## src/common/cpu_defs.svh

```systemverilog
// Core width and depth constants
`ifndef CPU_DEFS_SVH
`define CPU_DEFS_SVH

////////////////////
// Datapath
////////////////////
`define XLEN        16  // Data and instruction word width
`define NREGS       8   // Architectural registers, r0 reads zero

////////////////////
// Memories
////////////////////
`define IMEM_DEPTH  64  // Instruction words
`define DMEM_DEPTH  16  // Data words

////////////////////
// Retire trace
////////////////////
`define RET_CREDITS 4   // Credits held by the retire consumer after reset
`define SEQ_W       8   // Sequence id width, wraps

`endif
```

## src/common/trace_pkg.sv

```systemverilog
// Retire trace types
`default_nettype none
`include "cpu_defs.svh"

package trace_pkg;

    // Program order tag, restarts at each run
    typedef logic [`SEQ_W-1:0] seq_id_t;

    // Outstanding consumer credits, 0 up to RET_CREDITS
    typedef logic [2:0] credit_cnt_t;

    // Instruction address carried with each record
    typedef logic [$clog2(`IMEM_DEPTH)-1:0] pc_t;

endpackage

`default_nettype wire

```

## src/common/isa_pkg.sv

```systemverilog
// Toy ISA encodings
`default_nettype none
`include "cpu_defs.svh"

package isa_pkg;

    typedef enum logic [3:0] {
        OP_ADD,
        OP_SUB,
        OP_AND,
        OP_XOR,
        OP_ADDI,
        OP_LD,
        OP_ST,
        OP_HALT
    } opcode_e;

    typedef logic [2:0] reg_idx_t;

    // Register-register view
    typedef struct packed {
        opcode_e    op;
        reg_idx_t   rd;
        reg_idx_t   rs1;
        reg_idx_t   rs2;
        logic [2:0] unused;
    } r_form_t;

    // Immediate view, also LD and ST
    typedef struct packed {
        opcode_e           op;
        reg_idx_t          rd;   // Store data register for ST
        reg_idx_t          rs1;
        logic signed [5:0] imm;
    } i_form_t;

    typedef union packed {
        r_form_t r_form;
        i_form_t i_form;
    } instr_u;

    // Immediate widened to a data word
    function automatic logic [`XLEN-1:0] sext_imm(instr_u i);
        return {{(`XLEN-6){i.i_form.imm[5]}}, i.i_form.imm};
    endfunction

    // Second source register, ST reads its data from the rd field
    function automatic reg_idx_t src2_of(instr_u i);
        return (i.r_form.op == OP_ST) ? i.r_form.rd : i.r_form.rs2;
    endfunction

    function automatic logic writes_rd(opcode_e op);
        return op inside {OP_ADD, OP_SUB, OP_AND, OP_XOR, OP_ADDI, OP_LD};
    endfunction

endpackage

`default_nettype wire

```

## src/rtl/core_top.sv

```systemverilog
// Processor top level
`timescale 1ns/10ps
`default_nettype none
`include "cpu_defs.svh"

module core_top
    import isa_pkg::*;
    import trace_pkg::*;
(
    input  logic             clk,
    input  logic             rst_n,
    input  logic             run,
    input  logic             prog_we,
    input  pc_t              prog_addr,
    input  logic [`XLEN-1:0] prog_data,
    input  logic             ret_credit,
    output logic             ret_valid,
    output seq_id_t          ret_id,
    output pc_t              ret_pc,
    output logic             ret_we,
    output reg_idx_t         ret_rd,
    output logic [`XLEN-1:0] ret_wdata,
    output logic             halted
);

    logic             dec_valid;
    instr_u           dec_instr;
    logic             dec_hold;
    logic             freeze;
    reg_idx_t         rf_ra1;
    reg_idx_t         rf_ra2;
    logic [`XLEN-1:0] rf_rd1;
    logic [`XLEN-1:0] rf_rd2;
    logic             ex_valid;
    reg_idx_t         ex_rd;
    logic             ex_wr;
    logic             mem_valid;
    reg_idx_t         mem_rd;
    logic             mem_wr;
    logic             fetch_fire;
    logic             wb_valid;
    pc_t              wb_pc;
    logic             wb_we;
    reg_idx_t         wb_rd;
    logic [`XLEN-1:0] wb_wdata;
    logic             wb_halt;

    pipe_core u_core (
        .clk, .rst_n, .run, .prog_we, .prog_addr, .prog_data,
        .dec_hold, .freeze, .rf_rd1, .rf_rd2,
        .dec_valid, .dec_instr, .rf_ra1, .rf_ra2,
        .ex_valid, .ex_rd, .ex_wr, .mem_valid, .mem_rd, .mem_wr,
        .fetch_fire, .wb_valid, .wb_pc, .wb_we, .wb_rd, .wb_wdata, .wb_halt
    );

    hazard_unit u_hazard (
        .dec_valid, .dec_instr, .ex_valid, .ex_rd, .ex_wr,
        .mem_valid, .mem_rd, .mem_wr, .dec_hold
    );

    // No register write commits while the retire port is out of credit
    regfile u_rf (
        .clk, .rst_n,
        .ra1 (rf_ra1),
        .ra2 (rf_ra2),
        .we  (wb_valid && wb_we && !freeze),
        .wa  (wb_rd),
        .wd  (wb_wdata),
        .rd1 (rf_rd1),
        .rd2 (rf_rd2)
    );

    trace_unit u_trace (
        .clk, .rst_n, .run, .fetch_fire, .dec_hold,
        .wb_valid, .wb_pc, .wb_we, .wb_rd, .wb_wdata, .wb_halt, .ret_credit,
        .freeze, .ret_valid, .ret_id, .ret_pc, .ret_we, .ret_rd, .ret_wdata, .halted
    );

endmodule

`default_nettype wire

```

## src/trace/trace_unit.sv

```systemverilog
// Pipeline trace and retire port
`timescale 1ns/10ps
`default_nettype none
`include "cpu_defs.svh"

module trace_unit
    import isa_pkg::*;
    import trace_pkg::*;
(
    input  logic             clk,
    input  logic             rst_n,
    input  logic             run,
    input  logic             fetch_fire,
    input  logic             dec_hold,
    input  logic             wb_valid,
    input  pc_t              wb_pc,
    input  logic             wb_we,
    input  reg_idx_t         wb_rd,
    input  logic [`XLEN-1:0] wb_wdata,
    input  logic             wb_halt,
    input  logic             ret_credit,  // One pulse per returned credit
    output logic             freeze,
    output logic             ret_valid,
    output seq_id_t          ret_id,
    output pc_t              ret_pc,
    output logic             ret_we,
    output reg_idx_t         ret_rd,
    output logic [`XLEN-1:0] ret_wdata,
    output logic             halted
);

    logic        run_q;
    seq_id_t     fetch_id;    // Next id handed to fetch
    seq_id_t     dec_id;
    seq_id_t     ex_id;
    seq_id_t     mem_id;
    seq_id_t     wb_id;
    logic        dec_v;
    logic        ex_v;
    logic        mem_v;
    logic        wb_v;
    credit_cnt_t credits;

    ////////////////////
    // Shadow id pipeline
    ////////////////////
    always_ff @(posedge clk) begin
        if (!rst_n) begin
            run_q    <= 1'b0;
            fetch_id <= '0;
            dec_v    <= 1'b0;
            ex_v     <= 1'b0;
            mem_v    <= 1'b0;
            wb_v     <= 1'b0;
        end else begin
            run_q <= run;
            if (run && !run_q) fetch_id <= '0;          // New program, ids from 0
            else if (fetch_fire) fetch_id <= fetch_id + 1'b1;
            if (!freeze) begin                          // Frozen core, frozen shadow
                if (!dec_hold) dec_v <= fetch_fire;
                ex_v  <= dec_v && !dec_hold;            // Hold leaves a bubble
                mem_v <= ex_v;
                wb_v  <= mem_v;
            end
        end
    end

    always_ff @(posedge clk) begin
        if (fetch_fire) dec_id <= fetch_id;
        if (!freeze) begin
            ex_id  <= dec_id;
            mem_id <= ex_id;
            wb_id  <= mem_id;
        end
    end

    ////////////////////
    // Credits and record
    ////////////////////
    assign freeze    = credits == '0;
    assign ret_valid = wb_valid && !freeze;  // Spends one credit
    assign ret_id    = wb_id;
    assign ret_pc    = wb_pc;
    assign ret_we    = wb_we;
    assign ret_rd    = wb_rd;
    assign ret_wdata = wb_wdata;

    always_ff @(posedge clk) begin
        if (!rst_n) begin
            credits <= credit_cnt_t'(`RET_CREDITS);
            halted  <= 1'b0;
        end else begin
            credits <= credits + credit_cnt_t'(ret_credit) - credit_cnt_t'(ret_valid);
            if (!run) halted <= 1'b0;
            else if (ret_valid && wb_halt) halted <= 1'b1;  // Sticky until run drops
        end
    end

    // Shadow must track the real stage valids through holds and freezes
    a_wb_tracks: assert property (@(posedge clk) disable iff (!rst_n) wb_v == wb_valid)
        else $error("shadow write-back valid out of step with the core");

    // Consumer returns no more than it was given
    a_credit_max: assert property (@(posedge clk) disable iff (!rst_n)
        credits <= credit_cnt_t'(`RET_CREDITS))
        else $error("credit count above limit");

endmodule

`default_nettype wire

```

## src/pipeline/pipe_core.sv

```systemverilog
// Five-stage pipeline datapath
`timescale 1ns/10ps
`default_nettype none
`include "cpu_defs.svh"

module pipe_core
    import isa_pkg::*;
    import trace_pkg::*;
(
    input  logic             clk,
    input  logic             rst_n,
    input  logic             run,         // Low means idle and programmable
    input  logic             prog_we,
    input  pc_t              prog_addr,
    input  logic [`XLEN-1:0] prog_data,
    input  logic             dec_hold,    // From hazard unit
    input  logic             freeze,      // From trace unit, no credits left
    input  logic [`XLEN-1:0] rf_rd1,
    input  logic [`XLEN-1:0] rf_rd2,
    output logic             dec_valid,
    output instr_u           dec_instr,
    output reg_idx_t         rf_ra1,
    output reg_idx_t         rf_ra2,
    output logic             ex_valid,
    output reg_idx_t         ex_rd,
    output logic             ex_wr,
    output logic             mem_valid,
    output reg_idx_t         mem_rd,
    output logic             mem_wr,
    output logic             fetch_fire,  // Fetch accepted into decode
    output logic             wb_valid,
    output pc_t              wb_pc,
    output logic             wb_we,
    output reg_idx_t         wb_rd,
    output logic [`XLEN-1:0] wb_wdata,
    output logic             wb_halt
);

    localparam int DA_W = $clog2(`DMEM_DEPTH);

    logic [`XLEN-1:0] imem [`IMEM_DEPTH];
    logic [`XLEN-1:0] dmem [`DMEM_DEPTH];

    pc_t              pc;
    logic             fetching;   // Between start and HALT fetch
    logic             armed;      // Waiting for run to start a program
    instr_u           fetch_word;
    pc_t              dec_pc;
    opcode_e          ex_op;
    pc_t              ex_pc;
    logic [`XLEN-1:0] ex_a;
    logic [`XLEN-1:0] ex_b;       // rs2, or store data for ST
    logic [`XLEN-1:0] ex_imm;
    logic [`XLEN-1:0] ex_res;
    opcode_e          mem_op;
    pc_t              mem_pc;
    logic [`XLEN-1:0] mem_res;
    logic [`XLEN-1:0] mem_sdata;
    logic [DA_W-1:0]  mem_addr;
    logic [`XLEN-1:0] mem_ld;

    ////////////////////
    // Fetch
    ////////////////////
    always_ff @(posedge clk) begin
        if (prog_we && !run) imem[prog_addr] <= prog_data;  // Program port, idle only
    end

    assign fetch_word = imem[pc];
    assign fetch_fire = fetching && !dec_hold && !freeze;

    always_ff @(posedge clk) begin
        if (!rst_n) begin
            pc        <= '0;
            fetching  <= 1'b0;
            armed     <= 1'b1;
            dec_valid <= 1'b0;
        end else begin
            if (!run) begin
                armed    <= 1'b1;
                fetching <= 1'b0;
            end else if (armed && !freeze) begin
                armed    <= 1'b0;  // Restart at address 0
                fetching <= 1'b1;
                pc       <= '0;
            end else if (fetch_fire) begin
                pc <= pc + 1'b1;
                if (fetch_word.r_form.op == OP_HALT) fetching <= 1'b0;  // Nothing after HALT
            end
            if (fetch_fire) dec_valid <= 1'b1;
            else if (!dec_hold && !freeze) dec_valid <= 1'b0;  // Decode drained
        end
    end

    always_ff @(posedge clk) begin
        if (fetch_fire) begin
            dec_instr <= fetch_word;
            dec_pc    <= pc;
        end
    end

    ////////////////////
    // Decode
    ////////////////////
    assign rf_ra1 = dec_instr.r_form.rs1;
    assign rf_ra2 = src2_of(dec_instr);

    always_ff @(posedge clk) begin
        if (!rst_n) ex_valid <= 1'b0;
        else if (!freeze) ex_valid <= dec_valid && !dec_hold;  // Bubble on hold
    end

    always_ff @(posedge clk) begin
        if (!freeze && dec_valid && !dec_hold) begin
            ex_op  <= dec_instr.r_form.op;
            ex_rd  <= dec_instr.r_form.rd;
            ex_wr  <= writes_rd(dec_instr.r_form.op) && dec_instr.r_form.rd != '0;
            ex_a   <= rf_rd1;
            ex_b   <= rf_rd2;
            ex_imm <= sext_imm(dec_instr);
            ex_pc  <= dec_pc;
        end
    end

    ////////////////////
    // Execute
    ////////////////////
    always_comb begin
        case (ex_op)
            OP_ADD:                ex_res = ex_a + ex_b;
            OP_SUB:                ex_res = ex_a - ex_b;
            OP_AND:                ex_res = ex_a & ex_b;
            OP_XOR:                ex_res = ex_a ^ ex_b;
            OP_ADDI, OP_LD, OP_ST: ex_res = ex_a + ex_imm;  // Sum or data address
            default:               ex_res = '0;
        endcase
    end

    always_ff @(posedge clk) begin
        if (!rst_n) mem_valid <= 1'b0;
        else if (!freeze) mem_valid <= ex_valid;
    end

    always_ff @(posedge clk) begin
        if (!freeze) begin
            mem_op    <= ex_op;
            mem_rd    <= ex_rd;
            mem_wr    <= ex_wr;
            mem_res   <= ex_res;
            mem_sdata <= ex_b;
            mem_pc    <= ex_pc;
        end
    end

    ////////////////////
    // Memory
    ////////////////////
    assign mem_addr = mem_res[DA_W-1:0];  // Wraps inside the small array
    assign mem_ld   = dmem[mem_addr];

    always_ff @(posedge clk) begin
        if (mem_valid && mem_op == OP_ST && !freeze) dmem[mem_addr] <= mem_sdata;
    end

    always_ff @(posedge clk) begin
        if (!rst_n) wb_valid <= 1'b0;
        else if (!freeze) wb_valid <= mem_valid;
    end

    always_ff @(posedge clk) begin
        if (!freeze) begin
            wb_pc   <= mem_pc;
            wb_we   <= mem_wr;
            wb_rd   <= mem_rd;
            wb_halt <= mem_op == OP_HALT;
            case (mem_op)
                OP_LD:   wb_wdata <= mem_ld;
                OP_ST:   wb_wdata <= mem_sdata;  // Stored value shown in the record
                default: wb_wdata <= mem_res;
            endcase
        end
    end

    // Freeze comes from the credit counter in the trace unit
    a_pc_frozen: assert property (@(posedge clk) disable iff (!rst_n) freeze |=> $stable(pc))
        else $error("PC changed under freeze");

endmodule

`default_nettype wire

```

## src/pipeline/hazard_unit.sv

```systemverilog
// Read-after-write stall detection
`timescale 1ns/10ps
`default_nettype none

module hazard_unit
    import isa_pkg::*;
(
    input  logic     dec_valid,
    input  instr_u   dec_instr,
    input  logic     ex_valid,
    input  reg_idx_t ex_rd,
    input  logic     ex_wr,
    input  logic     mem_valid,
    input  reg_idx_t mem_rd,
    input  logic     mem_wr,
    output logic     dec_hold   // Hold fetch and decode, bubble into execute
);

    logic     use1;   // rs1 is read
    logic     use2;   // rs2, or rd for ST, is read
    reg_idx_t src2;
    logic     hit1;
    logic     hit2;

    // Which operand fields the opcode reads
    always_comb begin
        use1 = 1'b0;
        use2 = 1'b0;
        case (dec_instr.r_form.op)
            OP_ADD, OP_SUB, OP_AND, OP_XOR, OP_ST: begin
                use1 = 1'b1;
                use2 = 1'b1;
            end
            OP_ADDI, OP_LD: use1 = 1'b1;
            default: ;  // HALT reads nothing
        endcase
    end

    assign src2 = src2_of(dec_instr);

    // r0 is constant, never a dependency
    function automatic logic raw(reg_idx_t src, logic used, logic v, logic wr, reg_idx_t rd);
        return used && src != '0 && v && wr && src == rd;
    endfunction

    assign hit1 = raw(dec_instr.r_form.rs1, use1, ex_valid, ex_wr, ex_rd) ||
                  raw(dec_instr.r_form.rs1, use1, mem_valid, mem_wr, mem_rd);
    assign hit2 = raw(src2, use2, ex_valid, ex_wr, ex_rd) ||
                  raw(src2, use2, mem_valid, mem_wr, mem_rd);

    assign dec_hold = dec_valid && (hit1 || hit2);

endmodule

`default_nettype wire

```

## src/pipeline/regfile.sv

```systemverilog
// Register file
`timescale 1ns/10ps
`default_nettype none
`include "cpu_defs.svh"

module regfile
    import isa_pkg::*;
(
    input  logic             clk,
    input  logic             rst_n,
    input  reg_idx_t         ra1,
    input  reg_idx_t         ra2,
    input  logic             we,    // Already gated by freeze
    input  reg_idx_t         wa,
    input  logic [`XLEN-1:0] wd,
    output logic [`XLEN-1:0] rd1,
    output logic [`XLEN-1:0] rd2
);

    logic [`XLEN-1:0] regs [`NREGS];

    always_ff @(posedge clk) begin
        if (!rst_n) begin
            for (int i = 0; i < `NREGS; i++) begin
                regs[i] <= '0;
            end
        end else if (we) begin
            regs[wa] <= wd;
        end
    end

    // Write-through so write-back never stalls decode
    assign rd1 = (ra1 == '0) ? '0 : (we && wa == ra1) ? wd : regs[ra1];
    assign rd2 = (ra2 == '0) ? '0 : (we && wa == ra2) ? wd : regs[ra2];

    // Decode must strip r0 destinations before they reach write-back
    a_no_r0_write: assert property (@(posedge clk) disable iff (!rst_n) !(we && wa == '0))
        else $error("register write aimed at r0");

endmodule

`default_nettype wire

```

## config.mk

```make
export PLATFORM = sky130hd
export DESIGN_NAME = core_top
export DESIGN_NICKNAME = d
export VERILOG_FILES = /design/src/common/trace_pkg.sv /design/src/common/isa_pkg.sv /design/src/rtl/core_top.sv /design/src/trace/trace_unit.sv /design/src/pipeline/pipe_core.sv /design/src/pipeline/hazard_unit.sv /design/src/pipeline/regfile.sv
export VERILOG_INCLUDE_DIRS = /design/src /design/src/common
export SDC_FILE = /design/constraint.sdc
export NUM_CORES = 2
export LEC_CHECK = 0
export BUFFER_PORTS_ARGS = -buffer_cell sky130_fd_sc_hd__buf_2
export CORE_ASPECT_RATIO = 2
export CORE_UTILIZATION = 35
export CTS_BUF_LIST = sky130_fd_sc_hd__clkbuf_4
export DETAILED_ROUTE_END_ITERATION = 10
export MAX_ROUTING_LAYER = met4
export PLACE_DENSITY = 0.54
export SLEW_MARGIN = 30
export SYNTH_ARGS = -nofsm -noshare
export SYNTH_HDL_FRONTEND = slang
export SYNTH_HIERARCHICAL = 1
export SYNTH_SLANG_ARGS = --single-unit
export TNS_END_PERCENT = 50
```

## constraint.sdc

```tcl
create_clock -name clk -period 5.11 [get_ports clk]
set_input_delay 1.022 -clock clk [delete_from_list [all_inputs] [get_ports clk]]
set_output_delay 1.022 -clock clk [all_outputs]
set_load 0.005 [all_outputs]
```

==> metrics.txt <==
outcome=complete, no violations; Nets=3687; hold crit path type=in2reg; Num CTS Buffers=373; area grow syn2layout=12.98%; flops & latches, synth=1622; first-pass GRT wire length=251500 um; initial antenna violation count=7; Synth async-reset ratio=0%; Post-Syn Area=~66000 sq um; VDD IR-drop max=0.1802 mV; Hold Fails Final Rpt=0; largest net degree at the start of global routing=65; Seq/Total Area, Yosys=about three quarters; number of hold buffers added after CTS=0; Pwr per Cell Area=roughly 380 nW/um^2; Rel. slew slack=30.64%; gpl congestion=0.8720; area taken by multi-input logic gates=around 16000 sq um; Final Skew=approximately 0.18 ns; CP required=6.09 ns; total gr overflow=0; DR WL/cell=27.60 um; core box area=186100 sq um; routed vias/inst=5.210; CTS root buf=clkbuf_4; setup repair after global routing missed its margin=false; utilization after layout=39.79%; critical path class=reg2reg; crit path launch type=flip-flop; synthesized instance count=3229; clock transition at the registers of the reported paths=about 0.08 ns; # resized after CTS=0; Crit. End Element=flip-flop; Setup Buffers After CTS=0; fin crit share=86.02%; Ports=63; synth unique cells=74; Final HPWL DP=115400 um; share of cells above drive strength 1=roughly 34%; setup TNS=0 ns; Lkg Pwr=23.55 nW; Worst-Skew Late Latency=~1.2 ns; vias in the first global route=35.65k; Post-synth EDFFs=1587; CTS tree=built; filler cell count in the final layout=roughly 17k; syn avg cell area=20.30 sq um; Final Max Slew Viols=0; input/output buffers=62; Starting Density=a little over a third; GRT Total Usage=19.32%; Post-synth top flop=edfxtp_1; Area after DPL=69510 sq um; DRC viols=0; max cap viols=0; DRT Pass-1 Iters=5; Clock Tree Buf Depth=4; most frequent cells in the layout=edfxtp_1 (1587), clkbuf_4 (515), mux4_2 (439); Worst Tran Pin Value=1.034 ns; Final Routed Wirelength=175800 um; post-layout minimum cycle time=4.396 ns; Routed Antenna Nets=0; Max Freq=227.5 MHz; crit path max fanout=13; commonest non-fill, non-tap cell in the layout=edfxtp_1; via count=33.20k; Post-Layout Inst Area=74050 sq um; placed cells=5731; die extent in y=between 600 and 700 um; Final setup violation count=0; worst path arrival time=5.37 ns; die area=189100 sq um; Ys Warns=6; width of the chip=a little over 300 um; site row count=about 220; fin cells=6371; Max H-tree Level=5; # clock sinks=1622; Mapped Nets=roughly 3.3k; initial drt markers=2290; flip-flop and latch area=48380 sq um
-- synthesized netlist by cell type (3+ instances only) --
library cell	instances	share of area, %
mux2_2	15	0.26
or2_2	4	0.038
and3_1	6	0.057
clkbuf_1	83	0.48
buf_1	12	0.069
buf_4	41	0.47
a2111oi_0	3	0.040
nor2b_1	9	0.086
edfxtp_1	1587	73
dfxtp_1	35	1.1
ha_1	38	0.73
a22oi_1	30	0.34
nand2b_1	16	0.15
a31oi_1	4	0.038
nor4b_1	3	0.040
buf_6	6	0.10
xor2_1	21	0.28
o31ai_1	4	0.046
nand4_1	9	0.086
inv_1	33	0.19
nor3_1	54	0.41
o21ai_0	54	0.41
mux4_2	439	15
o21a_1	5	0.057
o311ai_0	3	0.040
or3b_2	7	0.094
nand2_1	53	0.30
a311oi_1	3	0.040
xnor2_1	13	0.17
buf_2	56	0.43
nor2_1	164	0.94
nand3_1	20	0.15
nand3b_1	8	0.092
a21o_1	3	0.034
o22ai_1	36	0.34
a211oi_1	37	0.42
a221o_1	8	0.12
nor4_1	9	0.086
or3_1	17	0.16
a21oi_1	27	0.21
mux2i_1	72	1.1
nor3b_1	3	0.034
a211o_1	4	0.053
and2_1	136	1.3
-- cell families after synthesis --
kind of cell	after synthesis	synth area share [%]
DFF	1622	73.78
and+or+nand+nor	534	4.305
AOI/OAI and AO/OA	237	2.428
xor gates and xnor gates	35	0.4792
muxes	526	16.44
buffers and inverters	235	1.775
adders and majority gates	40	0.7866
-- path summary, 6_finish.rpt --
| kind | from | slack (ns) | to | cells after the start |
|---|---|---|---|---|
| worst max-delay path | u_core/ex_op[3]$_DFFE_PP_ | 0.71 | u_core/mem_res[15]$_DFFE_PN_ | 13 |
| worst min-delay path | run | 0.22 | u_core/armed$_SDFFE_PN1P_ | 2 |
| worst max register to register | u_core/ex_op[3]$_DFFE_PP_ | 0.71 | u_core/mem_res[15]$_DFFE_PN_ | 13 |
| worst min register to register | u_trace/ex_id[4]$_DFFE_PN_ | 0.41 | u_trace/mem_id[4]$_DFFE_PN_ | 0 |
-- area by class of cell --
cell class | instances | area share, %
flip-flops and latches | 1622 | 65.33
clock buffers | 515 | 5.221
repair buffers | 216 | 2.170
well taps | 2486 | 4.201
diodes | 11 | 0.03717
inverters | 35 | 0.1791
clock inverters | 114 | 0.8482
multi-input cells | 1372 | 22.01
-- power breakdown --
| group | leakage (nW) | switching, W | internal (W) |
|---|---|---|---|
| logic | 5.94 | 0.00159 | 0.00109 |
| clock network | 2.68 | 0.00505 | 0.00495 |
| registers | 14.9 | 0.000615 | 0.0151 |
-- critical path, cell delays in order, from the launching register on --
cell and delay (ns):
edfxtp_1 0.51, nor4b_2 0.31, buf_4 0.22, a31o_2 0.30
nand2_1 0.09, a221o_1 0.35, ha_1 0.35, a211oi_1 0.31
a2111oi_0 0.23, nor4_1 0.62, nor3_1 0.17, o31a_1 0.33
o211a_1 0.21, o31ai_1 0.22
-- metal layers --
layer	vias to the layer above	wire length (um)	global-route usage [%]
met5	-	0	-
met4	0	8416	9.647
met3	346	8038	3.764
met2	935	102900	37.20
met1	17570	56500	17.71
li1	14350	-	-
-- through the flow --
step | hold WS, ns | setup WS [ns] | power (W)
2_1_floorplan | 0.4003 | 0.5699 | 0.01734
3_3_place_gp | 0.4064 | 0.6994 | 0.01875
3_5_place_dp | 0.4045 | 0.7548 | 0.01879
4_1_cts | 0.06255 | 0.7178 | 0.02889
5_1_grt | 0.1126 | 0.2467 | 0.02959
6_report | 0.2236 | 0.7144 | 0.02841
-- registers in the layout, indices dropped and copies added (netlist names), 4 cells and up, named ones only --
name	count
u_core/dec_instr	16
u_core/dec_pc	6
u_core/dmem	256
u_core/ex_a	16
u_core/ex_b	16
u_core/ex_imm	6
u_core/ex_op	4
u_core/ex_pc	6
u_core/imem	1024
u_core/mem_op	4
u_core/mem_pc	6
u_core/mem_res	16
u_core/mem_sdata	16
u_core/pc	6
u_core/wb_pc	6
u_core/wb_wdata	16
u_rf/regs	128
u_trace/dec_id	8
u_trace/ex_id	8
u_trace/fetch_id	8
u_trace/mem_id	8
u_trace/ret_id	8
(Power assumes the default switching activity.)
